`src/logic/ldst_cfg.svh`:
```
// Load/store engine configuration macros for bus, line and counter sizes
`ifndef LDST_CFG_SVH
`define LDST_CFG_SVH

////////////////////////////////////////////////////////////
// Avalon bus side
////////////////////////////////////////////////////////////

`define LDST_BUS_W        32                    // Bus data width
`define LDST_BUS_ADDR_W   16                    // SDRAM word address

// Beats making up one line burst
`define LDST_BEATS        4
`define LDST_BEAT_W       ($clog2(`LDST_BEATS))

////////////////////////////////////////////////////////////
// Register file side
////////////////////////////////////////////////////////////

// One register-file word is one full burst
`define LDST_LINE_W       (`LDST_BUS_W * `LDST_BEATS)

`define LDST_RF_ADDR_W    4                     // 16 lines
`define LDST_LINE_NUM_W   5                     // Up to 16 lines per command

`endif

```
`src/logic/vrf_pkg.sv`:
```
// Register-file side types for commands and engine control strobes
`include "ldst_cfg.svh"

package vrf_pkg;

    // Command opcode
    typedef enum logic {
        OP_LOAD,    // SDRAM to register file
        OP_STORE    // Register file to SDRAM
    } ldst_op_e;

    // One command from the controller, held stable while req is high
    typedef struct packed {
        ldst_op_e                     op;
        logic [`LDST_BUS_ADDR_W-1:0]  bus_addr;   // First SDRAM word
        logic [`LDST_RF_ADDR_W-1:0]   rf_addr;    // First register-file line
        logic [`LDST_LINE_NUM_W-1:0]  line_num;   // Must be nonzero
    } ldst_cmd_t;

    ////////////////////////////////////////////////////////////
    // Strobes from the sequencer to counters and buffer
    ////////////////////////////////////////////////////////////

    typedef struct packed {
        logic line_load;      // Take addresses and count from cmd
        logic line_next;      // Step to next line
        logic beat_clr;
        logic beat_inc;
        logic buf_from_rf;    // Whole line from RF read port
        logic buf_from_bus;   // One beat from readdata
    } ldst_ctl_t;

endpackage

```
`src/logic/avalon_pkg.sv`:
```
// Avalon-MM master request and slave response bundles
`include "ldst_cfg.svh"

package avalon_pkg;

    ////////////////////////////////////////////////////////////
    // Master to slave
    ////////////////////////////////////////////////////////////

    // Held stable by the master until waitrequest is low
    typedef struct packed {
        logic                         read;
        logic                         write;
        logic [`LDST_BUS_ADDR_W-1:0]  address;     // Word address of the line
        logic [`LDST_BUS_W-1:0]       writedata;
    } avm_req_t;

    ////////////////////////////////////////////////////////////
    // Slave to master
    ////////////////////////////////////////////////////////////

    typedef struct packed {
        logic                         waitrequest;    // Stall current request
        logic                         readdatavalid;  // One read beat present
        logic [`LDST_BUS_W-1:0]       readdata;
    } avm_rsp_t;

    // Burst length and byte enables are fixed by the config header,
    // so they have no field here

endpackage

```
`src/logic/ldst_fsm.sv`:
```
// Load/store sequencer FSM with four-phase req/ack command handshake
`timescale 1ns/1ps
`default_nettype none

module ldst_fsm (
    input  logic                  clk,
    input  logic                  rst_n,
    input  logic                  req,
    input  vrf_pkg::ldst_op_e     op,
    input  avalon_pkg::avm_rsp_t  rsp,
    input  logic                  last_beat,
    input  logic                  last_line,
    output logic                  ack,
    output vrf_pkg::ldst_ctl_t    ctl,
    output logic                  read,
    output logic                  write,
    output logic                  rf_re,
    output logic                  rf_we
);

    typedef enum logic [2:0] {
        IDLE,
        READ_ADDR,      // Read request waits for acceptance
        READ_DATA,      // Collect readdatavalid beats
        RF_WRITE,
        RF_READ,
        RF_CAPTURE,     // Copy RF q into the buffer
        WRITE_BEATS,
        DONE
    } state_e;

    state_e state;
    state_e state_nxt;

    ////////////////////////////////////////////////////////////
    // State and ack registers
    ////////////////////////////////////////////////////////////

    always_ff @(posedge clk or negedge rst_n) begin
        if (!rst_n) begin
            state <= IDLE;
            ack   <= 1'b0;
        end else begin
            state <= state_nxt;
            if (state_nxt == DONE) begin
                ack <= 1'b1;            // Set on entry and held through DONE
            end else if (state == DONE) begin
                ack <= 1'b0;            // Released once req has dropped
            end
        end
    end

    ////////////////////////////////////////////////////////////
    // Next state and strobes
    ////////////////////////////////////////////////////////////

    always_comb begin
        state_nxt = state;
        ctl       = '0;
        read      = 1'b0;
        write     = 1'b0;
        rf_re     = 1'b0;
        rf_we     = 1'b0;

        case (state)
            IDLE: begin
                // Counters follow cmd until the command starts
                ctl.line_load = 1'b1;
                ctl.beat_clr  = 1'b1;
                if (req) begin
                    state_nxt = (op == vrf_pkg::OP_LOAD) ? READ_ADDR : RF_READ;
                end
            end

            READ_ADDR: begin
                read = 1'b1;
                if (!rsp.waitrequest) begin
                    state_nxt = READ_DATA;
                end
            end

            READ_DATA: begin
                if (rsp.readdatavalid) begin
                    ctl.buf_from_bus = 1'b1;
                    if (last_beat) begin
                        ctl.beat_clr = 1'b1;
                        state_nxt    = RF_WRITE;
                    end else begin
                        ctl.beat_inc = 1'b1;
                    end
                end
            end

            RF_WRITE: begin
                rf_we         = 1'b1;   // Buffer holds the full line now
                ctl.line_next = 1'b1;
                state_nxt     = last_line ? DONE : READ_ADDR;
            end

            RF_READ: begin
                rf_re     = 1'b1;
                state_nxt = RF_CAPTURE;
            end

            RF_CAPTURE: begin
                ctl.buf_from_rf = 1'b1;
                state_nxt       = WRITE_BEATS;
            end

            WRITE_BEATS: begin
                write = 1'b1;
                // Beat index only moves on an accepted beat
                if (!rsp.waitrequest) begin
                    if (last_beat) begin
                        ctl.beat_clr  = 1'b1;
                        ctl.line_next = 1'b1;
                        state_nxt     = last_line ? DONE : RF_READ;
                    end else begin
                        ctl.beat_inc = 1'b1;
                    end
                end
            end

            DONE: begin
                if (!req) begin
                    state_nxt = IDLE;   // ack drops on the next edge
                end
            end

            default: state_nxt = IDLE;
        endcase
    end

    ////////////////////////////////////////////////////////////
    // Checks
    ////////////////////////////////////////////////////////////

    // One bus direction at a time
    a_rd_wr_excl: assert property (
        @(posedge clk) disable iff (!rst_n) !(read && write)
    );

    // ack only while the command is complete
    a_ack_in_done: assert property (
        @(posedge clk) disable iff (!rst_n) ack |-> (state == DONE)
    );

endmodule

`default_nettype wire

```
`src/logic/line_counter.sv`:
```
// Address, line-count and beat-index counters for the load/store engine
`timescale 1ns/1ps
`default_nettype none
`include "ldst_cfg.svh"

module line_counter (
    input  logic                         clk,
    input  logic                         rst_n,
    input  vrf_pkg::ldst_ctl_t           ctl,
    input  vrf_pkg::ldst_cmd_t           cmd,
    output logic [`LDST_BUS_ADDR_W-1:0]  bus_addr,
    output logic [`LDST_RF_ADDR_W-1:0]   rf_addr,
    output logic [`LDST_BEAT_W-1:0]      beat_idx,
    output logic                         last_beat,
    output logic                         last_line
);

    localparam int ADDR_STEP = `LDST_BEATS;       // Bus words per line
    localparam int BEAT_LAST = `LDST_BEATS - 1;

    logic [`LDST_LINE_NUM_W-1:0] line_cnt;        // Lines still to move

    // Line position
    always_ff @(posedge clk or negedge rst_n) begin
        if (!rst_n) begin
            bus_addr <= '0;
            rf_addr  <= '0;
            line_cnt <= '0;
        end else if (ctl.line_load) begin
            bus_addr <= cmd.bus_addr;
            rf_addr  <= cmd.rf_addr;
            line_cnt <= cmd.line_num;
        end else if (ctl.line_next) begin
            bus_addr <= bus_addr + ADDR_STEP[`LDST_BUS_ADDR_W-1:0];
            rf_addr  <= rf_addr + 1'b1;
            line_cnt <= line_cnt - 1'b1;
        end
    end

    // Beat position inside the burst
    always_ff @(posedge clk or negedge rst_n) begin
        if (!rst_n) begin
            beat_idx <= '0;
        end else if (ctl.beat_clr) begin
            beat_idx <= '0;
        end else if (ctl.beat_inc) begin
            beat_idx <= beat_idx + 1'b1;
        end
    end

    assign last_beat = (beat_idx == BEAT_LAST[`LDST_BEAT_W-1:0]);
    assign last_line = (line_cnt == 1);

    // Stepping past the last line would wrap the count
    a_no_step_at_zero: assert property (
        @(posedge clk) disable iff (!rst_n)
        (ctl.line_next && !ctl.line_load) |-> (line_cnt != '0)
    );

endmodule

`default_nettype wire

```
`src/logic/line_buffer.sv`:
```
// One-line staging buffer between the Avalon bus and the register file
`timescale 1ns/1ps
`default_nettype none
`include "ldst_cfg.svh"

module line_buffer (
    input  logic                     clk,
    input  logic                     rst_n,
    input  vrf_pkg::ldst_ctl_t       ctl,
    input  logic [`LDST_BEAT_W-1:0]  beat_idx,
    input  logic [`LDST_BUS_W-1:0]   rdata,
    input  logic [`LDST_LINE_W-1:0]  rf_q,
    output logic [`LDST_BUS_W-1:0]   wdata,
    output logic [`LDST_LINE_W-1:0]  line
);

    // Beat 0 sits in the low word of the line
    logic [`LDST_BUS_W-1:0] words [`LDST_BEATS];

    ////////////////////////////////////////////////////////////
    // Fill
    ////////////////////////////////////////////////////////////

    always_ff @(posedge clk) begin
        if (ctl.buf_from_rf) begin
            for (int i = 0; i < `LDST_BEATS; i++) begin
                words[i] <= rf_q[i*`LDST_BUS_W +: `LDST_BUS_W];
            end
        end else if (ctl.buf_from_bus) begin
            words[beat_idx] <= rdata;       // Read beats arrive in order
        end
    end

    ////////////////////////////////////////////////////////////
    // Present
    ////////////////////////////////////////////////////////////

    // Whole line for the RF write port
    always_comb begin
        for (int i = 0; i < `LDST_BEATS; i++) begin
            line[i*`LDST_BUS_W +: `LDST_BUS_W] = words[i];
        end
    end

    // Held while the beat index waits on waitrequest
    assign wdata = words[beat_idx];

    // Bus capture and RF fill belong to different flows
    a_single_source: assert property (
        @(posedge clk) disable iff (!rst_n)
        !(ctl.buf_from_bus && ctl.buf_from_rf)
    );

endmodule

`default_nettype wire

```
`src/logic/vector_rf.sv`:
```
// Vector register file of line-wide words with registered read port
`timescale 1ns/1ps
`default_nettype none
`include "ldst_cfg.svh"

module vector_rf (
    input  logic                        clk,
    input  logic                        rst_n,
    input  logic                        we,
    input  logic                        re,
    input  logic [`LDST_RF_ADDR_W-1:0]  addr,
    input  logic [`LDST_LINE_W-1:0]     wdata,
    output logic [`LDST_LINE_W-1:0]     q
);

    localparam int DEPTH = 1 << `LDST_RF_ADDR_W;

    logic [`LDST_LINE_W-1:0] mem [DEPTH];

    // Write port
    always_ff @(posedge clk) begin
        if (we) begin
            mem[addr] <= wdata;
        end
    end

    ////////////////////////////////////////////////////////////
    // Read port
    ////////////////////////////////////////////////////////////

    // q valid the cycle after re, held otherwise
    always_ff @(posedge clk or negedge rst_n) begin
        if (!rst_n) begin
            q <= '0;
        end else if (re) begin
            q <= mem[addr];
        end
    end

endmodule

`default_nettype wire

```
`src/logic/vrf_ldst_top.sv`:
```
// Vector register file with SDRAM load/store engine on an Avalon master
`timescale 1ns/1ps
`default_nettype none
`include "ldst_cfg.svh"

module vrf_ldst_top (
    input  logic                  clk,
    input  logic                  rst_n,
    input  logic                  req,
    input  vrf_pkg::ldst_cmd_t    cmd,
    input  avalon_pkg::avm_rsp_t  avm_rsp,
    output logic                  ack,
    output avalon_pkg::avm_req_t  avm_req
);

    vrf_pkg::ldst_ctl_t           ctl;
    logic                         bus_read;
    logic                         bus_write;
    logic                         rf_re;
    logic                         rf_we;
    logic [`LDST_BUS_ADDR_W-1:0]  bus_addr;
    logic [`LDST_RF_ADDR_W-1:0]   rf_addr;
    logic [`LDST_BEAT_W-1:0]      beat_idx;
    logic                         last_beat;
    logic                         last_line;
    logic [`LDST_BUS_W-1:0]       bus_wdata;
    logic [`LDST_LINE_W-1:0]      buf_line;   // Buffer to RF write data
    logic [`LDST_LINE_W-1:0]      rf_q;

    ldst_fsm ldst_fsm_inst (
        .clk       (clk),
        .rst_n     (rst_n),
        .req       (req),
        .op        (cmd.op),
        .rsp       (avm_rsp),
        .last_beat (last_beat),
        .last_line (last_line),
        .ack       (ack),
        .ctl       (ctl),
        .read      (bus_read),
        .write     (bus_write),
        .rf_re     (rf_re),
        .rf_we     (rf_we)
    );

    line_counter line_counter_inst (
        .clk       (clk),
        .rst_n     (rst_n),
        .ctl       (ctl),
        .cmd       (cmd),
        .bus_addr  (bus_addr),
        .rf_addr   (rf_addr),
        .beat_idx  (beat_idx),
        .last_beat (last_beat),
        .last_line (last_line)
    );

    line_buffer line_buffer_inst (
        .clk      (clk),
        .rst_n    (rst_n),
        .ctl      (ctl),
        .beat_idx (beat_idx),
        .rdata    (avm_rsp.readdata),
        .rf_q     (rf_q),
        .wdata    (bus_wdata),
        .line     (buf_line)
    );

    vector_rf vector_rf_inst (
        .clk   (clk),
        .rst_n (rst_n),
        .we    (rf_we),
        .re    (rf_re),
        .addr  (rf_addr),
        .wdata (buf_line),
        .q     (rf_q)
    );

    // Avalon master request
    assign avm_req.read      = bus_read;
    assign avm_req.write     = bus_write;
    assign avm_req.address   = bus_addr;
    assign avm_req.writedata = bus_wdata;

endmodule

`default_nettype wire

```
`config.mk`:
```
export PLATFORM = sky130hd
export DESIGN_NAME = vrf_ldst_top
export DESIGN_NICKNAME = d
export VERILOG_FILES = /design/src/logic/vrf_pkg.sv /design/src/logic/avalon_pkg.sv /design/src/logic/ldst_fsm.sv /design/src/logic/line_counter.sv /design/src/logic/line_buffer.sv /design/src/logic/vector_rf.sv /design/src/logic/vrf_ldst_top.sv
export VERILOG_INCLUDE_DIRS = /design/src /design/src/logic
export SDC_FILE = /design/constraint.sdc
export NUM_CORES = 2
export LEC_CHECK = 0
export ABC_CLOCK_PERIOD_IN_PS = 8100
export BUFFER_PORTS_ARGS = -buffer_cell sky130_fd_sc_hd__clkbuf_2
export CAP_MARGIN = 20
export CORE_MARGIN = 2
export CORE_UTILIZATION = 55
export CTS_BUF_LIST = sky130_fd_sc_hd__clkbuf_4 sky130_fd_sc_hd__clkbuf_8
export CTS_CLUSTER_DIAMETER = 120
export DETAILED_ROUTE_END_ITERATION = 10
export GPL_TIMING_DRIVEN = 0
export PLACE_DENSITY = 0.74
export SLEW_MARGIN = 20
export SYNTH_ARGS = -nofsm -noshare
export SYNTH_HDL_FRONTEND = slang
export SYNTH_SLANG_ARGS = --single-unit
```
`constraint.sdc`:
```
create_clock -name clk -period 8.1 [get_ports clk]
set_input_delay 1.215 -clock clk [delete_from_list [all_inputs] [get_ports clk]]
set_output_delay 1.215 -clock clk [all_outputs]
set_load 0.01 [all_outputs]
```
### After elaboration in Yosys (flattened, before gate mapping)

Memory sizes are Yosys's and may differ from the RTL's. A register that Yosys moved wholly into a read port is not among the register bits.
Cells that the tools add are included.

* reductions and logical operators: 6
* equality and inequality tests: 10
* multiplexer cells: 47
* add/sub/neg operators: 4

Operator list (count)
* $mux W16: 2
* $mux W32: 1
* $reduce_or A32 Y1: 1
* $mux W3: 10
* $pmux W3 S8: 1
* $mux W1: 20
* $add A16 B3 Y16 const B: 1
* $eq A3 B3 Y1 const B: 5
* $mux W2: 6
* $mux W5: 2
* $mux W4: 2
* $eq A3 B2 Y1 const B: 2
* $reduce_bool A2 Y1: 3
* $eq A5 B1 Y1 const B: 1
* $sub A5 B1 Y5 const B: 1
* $add A4 B1 Y4 const B: 1
* $pmux W1 S2: 2
* $eq A3 B1 Y1 const B: 1
* $logic_not A3 Y1: 1
* $pmux W1 S3: 1
* $add A2 B1 Y2 const B: 1
* $eq A2 B2 Y1 const B: 1
* $logic_not A1 Y1: 1

* flip-flop bits (word level): 31
* output and inout bits: 51
* bits of input ports: 63
* memories kept: 2
* bits in writable memories: 2176

Memories
* vector_rf_inst.mem: words 16, bits a word 128, rd ports 1, clocked after memory_dff 1, write ports 1, RTL line vector_rf.sv:18 `` logic [`LDST_LINE_W-1:0] mem [DEPTH]; ``
* line_buffer_inst.words: words 4, bits a word 32, rd ports 5, clocked after memory_dff 0, write ports 4, RTL line line_buffer.sv:18 `` logic [`LDST_BUS_W-1:0] words [`LDST_BEATS]; ``

### Logic depth before layout (Yosys ltp)

* word-level depth: 7
* mapped depth: 9
* depth with buffers taken out: 6

### By module

A second synthesis with hierarchy kept.

* cell total of the unflattened synthesis: 4841
* area, all modules: 90615.7 sq um

By module, submodules not included
* vector_rf: seq. area each 64702.1 sq um, area an instance 82312.7 sq um, instances 1, cells each 4321
* line_buffer: seq. area each 3843.7 sq um, area an instance 6457.4 sq um, instances 1, cells each 322
* line_counter: seq. area each 675.6 sq um, area an instance 1452.6 sq um, instances 1, cells each 148
* ldst_fsm: seq. area each 100.1 sq um, area an instance 377.9 sq um, instances 1, cells each 48
* vrf_ldst_top: seq. area each 0.0 sq um, area an instance 15.0 sq um, instances 1, cells each 2

### Least setup slack after synthesis

OpenSTA, ideal clock, no wires.

* path type: flip-flop to flip-flop
* start point: register line_counter_inst.rf_addr[2]
* end point: memory vector_rf_inst.mem[12][0] in the netlist's numbering, enable pin
* setup time: 0.617 ns
* data required time: 7.483 ns
* setup slack: 0.777 ns
* data arrival time: 6.706 ns
* cell stages (with the launch flop): 7
* path through: dfrtp_1 > buf_2 > buf_2 > clkbuf_1 > buf_1 > nand2_1 > nor2_1

RTL lines
* from (decl): RTL line line_counter.sv:12 `` output logic [`LDST_RF_ADDR_W-1:0] rf_addr, ``
* from (signal assigned): RTL line line_counter.sv:31 `rf_addr <= cmd.rf_addr;`
* from (signal assigned): RTL line line_counter.sv:35 `rf_addr <= rf_addr + 1'b1;`
* to (decl): RTL line vector_rf.sv:18

Straight into the memory's write port.

==> qor.csv <==
stage,metric,value,unit
cts,setup bufs post-CTS,0,
layout,Non-Filler Instances,7965,
cts,Skew-Pair Late Insertion Delay,1.07,ns
floorplanning,Initial Utilization,0.5538,
critical_path,"most used cell, CP",buf_2,
detailed_routing,drt pass-1 iters,7,
logic_synthesis,ys async rst share,0.06809,
cts,TritonCTS clock tree,yes,
critical_path,crit path DAT,3.83,ns
detailed_routing,drt drc,0,
cts,Resized cells post-CTS,0,
critical_path,R2R Setup Slk,3.52,ns
logic_synthesis,yosys warns,0,
logic_synthesis,"Avg Cell Area, Syn",18.54,sq um
timing,Final setup viols,0,
floorplanning,row count,148,
floorplanning,die height,408.6,microns
cts,# hold bufs at CTS,0,
place,DP Cell Count,7274,
logic_synthesis,Post-Syn Instances,4857,
critical_path,crit path buf inv count,3,
timing,Final Worst Setup Slack,3.053,ns
critical_path,"Cell Chain, Critical Path","buf_2, buf_2, mux4_2, clkbuf_2",
timing,Worst-Margin Slew,1.337,ns
floorplanning,num ports,114,
critical_path,CP max stage delay,0.79,ns
place,port bufs,113,
place,Setup Slack @ Placement,3.781,ns
hold_path,Hold WC Path Type,primary input to asynchronous set/reset pin,
detailed_routing,post-DR wirelength/cell,33.40,microns
layout,nets,5550,
outcome,outcome,completed,
cts,CTS Buf Count,377,
detailed_routing,"antenna viol nets, final",0,
place,Final HPWL DP,176400,microns
grt,Overflow after GRT,0,
layout,share of cells above drive strength 1,0.2303,
grt,initial antenna violation count,30,
logic_synthesis,Syn Nets,4928,
logic_synthesis,area share of the largest cell type after synthesis,0.7257,
logic_synthesis,dominant cells by area after synthesis,"edfxtp_1 (73%), mux2i_1 (7.8%), dfrtp_1 (4.4%), mux4_2 (4.0%), o22ai_1 (1.3%)",
timing,TNS Setup,0,ns
detailed_routing,DR vias,52572,
power,Pwr Density,351.0,mW/mm^2
run,Max-cap violations,0,
layout,area grow syn2layout,15.64,%
floorplanning,die area,0.1670,sq mm
logic_synthesis,Yosys cell types,60,
timing,unrepaired setup endpoints after global routing,false,
critical_path,R2R Path End,vector_rf_inst.mem[13][26],
detailed_routing,vias per inst,6.600,
critical_path,crit end category,output pin,
critical_path,Critical Path RT,6.88,ns
grt,vias in the first global route,51132,
logic_synthesis,Most used DFF post-synth,edfxtp_1,
cts,Root Buffer,clkbuf_8,
power,Max rail drop VDD,221.4,uV
grt,first-pass GRT wire length,370500,microns
power,leak pwr,36.17,nW
logic_synthesis,synthesized flop and latch total,2335,
grt,Tot GR Track Use,0.3152,
critical_path,CP top delay family,buffers and inverters,
logic_synthesis,synthesized area,0.09004,sq mm
grt,largest net degree at the start of global routing,62,
floorplanning,Horiz. Die Dim,408.6,microns
critical_path,Critical Setup Path Class,flop to output pin,
floorplanning,Core ar.,0.1626,sq mm
cts,clock tree buffer depth,4,
timing,Fmax achieved,198.1,MHz
logic_synthesis,Post-synth EDFFs,2176,
critical_path,startpoint types,flop,
place,GP Congestion,0.8888,
timing,clock skew,0.08246,ns
cts,"Clk pin slew, worst setup/hold paths",0.07,ns
critical_path,crit path from,line_counter_inst.beat_idx[0],
timing,"Hold Vio Cnt, Final",0,
critical_path,CP max stage cell,buf_2,
timing,Final Cycle Share,0.6231,
detailed_routing,Post-Route WL,266100,microns
timing,"Slew Viols, Final",0,
critical_path,Critical Path Fanout Max,10,
cts,Max H-tree Level,5,
critical_path,R2R cell count,10,
power,Final Power,0.03654,W
cts,clock sink count,2335,
timing,Rel. slew slack,0.1068,
critical_path,R2R Path Start,line_counter_inst.rf_addr[2],
logic_synthesis,sequential fraction of the synthesis area,0.7699,
logic_synthesis,cell taking the most area after synthesis,edfxtp_1,
timing,Final min period,5.047,ns
detailed_routing,Iter 0 DRT Violations,8237,
==> final cells by class <==
class                      count  area, sq um
buffer                       296         1446
clock inverter                92        535.5
inverter                       9        33.78
antenna                       20        50.05
timing repair buffer         243         3567
fill                       10888        58470
clock buffer                 578         7029
tap                         2175         2721
sequential                  2335        69320
multi-input combinational   2217        19410
==> synthesized netlist by cell type (35+ instances only) <==
cell type,instances
o211ai_1,48
mux4_2,159
nor3_1,97
a21oi_1,158
mux2_2,94
o21ai_0,119
mux2i_1,706
clkbuf_1,113
buf_4,38
o22ai_1,192
a221oi_1,43
mux2_1,35
nor2_1,201
buf_2,123
a22oi_1,86
edfxtp_1,2176
nand2_1,74
o22a_1,44
dfrtp_1,159
==> power breakdown <==
group / internal [W] / total (W) / switching [W]
clock network: 0.00564 / 0.0102 / 0.00461
logic: 0.00368 / 0.0103 / 0.00658
registers: 0.0148 / 0.0160 / 0.00124
total: 0.0241 / 0.0365 / 0.0124
==> through the flow <==
step	hold slack, ns	cell area [sq um]	util
after floorplan	0.4746	90040	-
after global placement	0.4627	93330	0.5740
after detailed placement	0.4823	96490	0.5935
after CTS	0.1565	104100	0.6400
after global routing	0.2137	104100	0.6402
final	0.2049	104100	0.6404
==> how the worst max path moves through the flow <==
stage | cells after the start | slack, ns | end
detailed placement | 10 | 3.78 | vector_rf_inst.mem[13][91]
global route | 4 | 3.08 | avm_req[25]
global placement | 6 | -8.12 | vector_rf_inst.mem[12][11]
finish | 4 | 3.05 | avm_req[25]
floorplan | 6 | 0.78 | vector_rf_inst.mem[12][0]
CTS | 4 | 3.17 | avm_req[25]
==> layer usage <==
layer | part of all wire | track usage | wire, microns
met1 | 0.35 | 0.4156 | 93880
met2 | 0.44 | 0.4677 | 117600
met3 | 0.15 | 0.1068 | 38680
met4 | 0.059 | 0.1646 | 15770
met5 | 0.00047 | 0 | 126
==> logic make-up (layout without fill, tap and decap cells) <==
logic type               Yosys count  in the layout  share of synthesized area
buffers and inverters            305           1218                    0.01630
adder cells (fa/ha/maj)            8              8                   0.001112
XOR/XNOR                           4              4                  0.0003892
multiplexers                     994            994                     0.1344
flip-flops                      2335           2335                     0.7699
AND/OR/NAND/NOR                  429            429                    0.02129
other                              0             20                          0
AO/OA/AOI/OAI                    782            782                    0.05663
==> cells in the final DEF, fill, tap and decap left out, types with 9 or more instances in the layout <==
| master | netlist | layout |
|---|---|---|
| a22oi_1 | 86 | 86 |
| mux2_2 | 94 | 94 |
| buf_1 | 18 | 15 |
| buf_12 | 0 | 73 |
| clkbuf_8 | 0 | 431 |
| nor2_1 | 201 | 184 |
| o21ai_0 | 119 | 119 |
| a21oi_1 | 158 | 158 |
| mux4_2 | 159 | 159 |
| clkbuf_4 | 1 | 149 |
| diode_2 | 0 | 20 |
| nand3_1 | 9 | 9 |
| o211ai_1 | 48 | 48 |
| buf_16 | 0 | 54 |
| inv_1 | 9 | 9 |
| nand2_1 | 74 | 71 |
| edfxtp_1 | 2176 | 2176 |
| a31oi_1 | 20 | 20 |
| dfrtp_1 | 159 | 159 |
| nor2_4 | 0 | 17 |
| buf_4 | 38 | 38 |
| clkinv_2 | 0 | 36 |
| mux2_1 | 35 | 35 |
| clkbuf_2 | 0 | 119 |
| o22a_1 | 44 | 44 |
| o221ai_1 | 22 | 22 |
| mux2i_1 | 706 | 706 |
| clkbuf_1 | 113 | 106 |
| o22ai_1 | 192 | 192 |
| clkinv_1 | 0 | 42 |
| buf_2 | 123 | 126 |
| nor3_1 | 97 | 97 |
| a211o_1 | 22 | 22 |
| a221oi_1 | 43 | 43 |
==> sequential cells by signal (all words and copies together) (netlist names) <==
| name | cells |
|---|---|
| line_counter_inst.line_cnt | 5 |
| line_counter_inst.beat_idx | 2 |
| ldst_fsm_inst.state | 3 |
| vector_rf_inst.mem | 2048 |
| line_counter_inst.rf_addr | 4 |
| ldst_fsm_inst.ack | 1 |
| line_counter_inst.bus_addr | 16 |
| line_buffer_inst.words | 128 |
| vector_rf_inst.q | 128 |
Note: power is estimated with default switching activity, not from simulation.
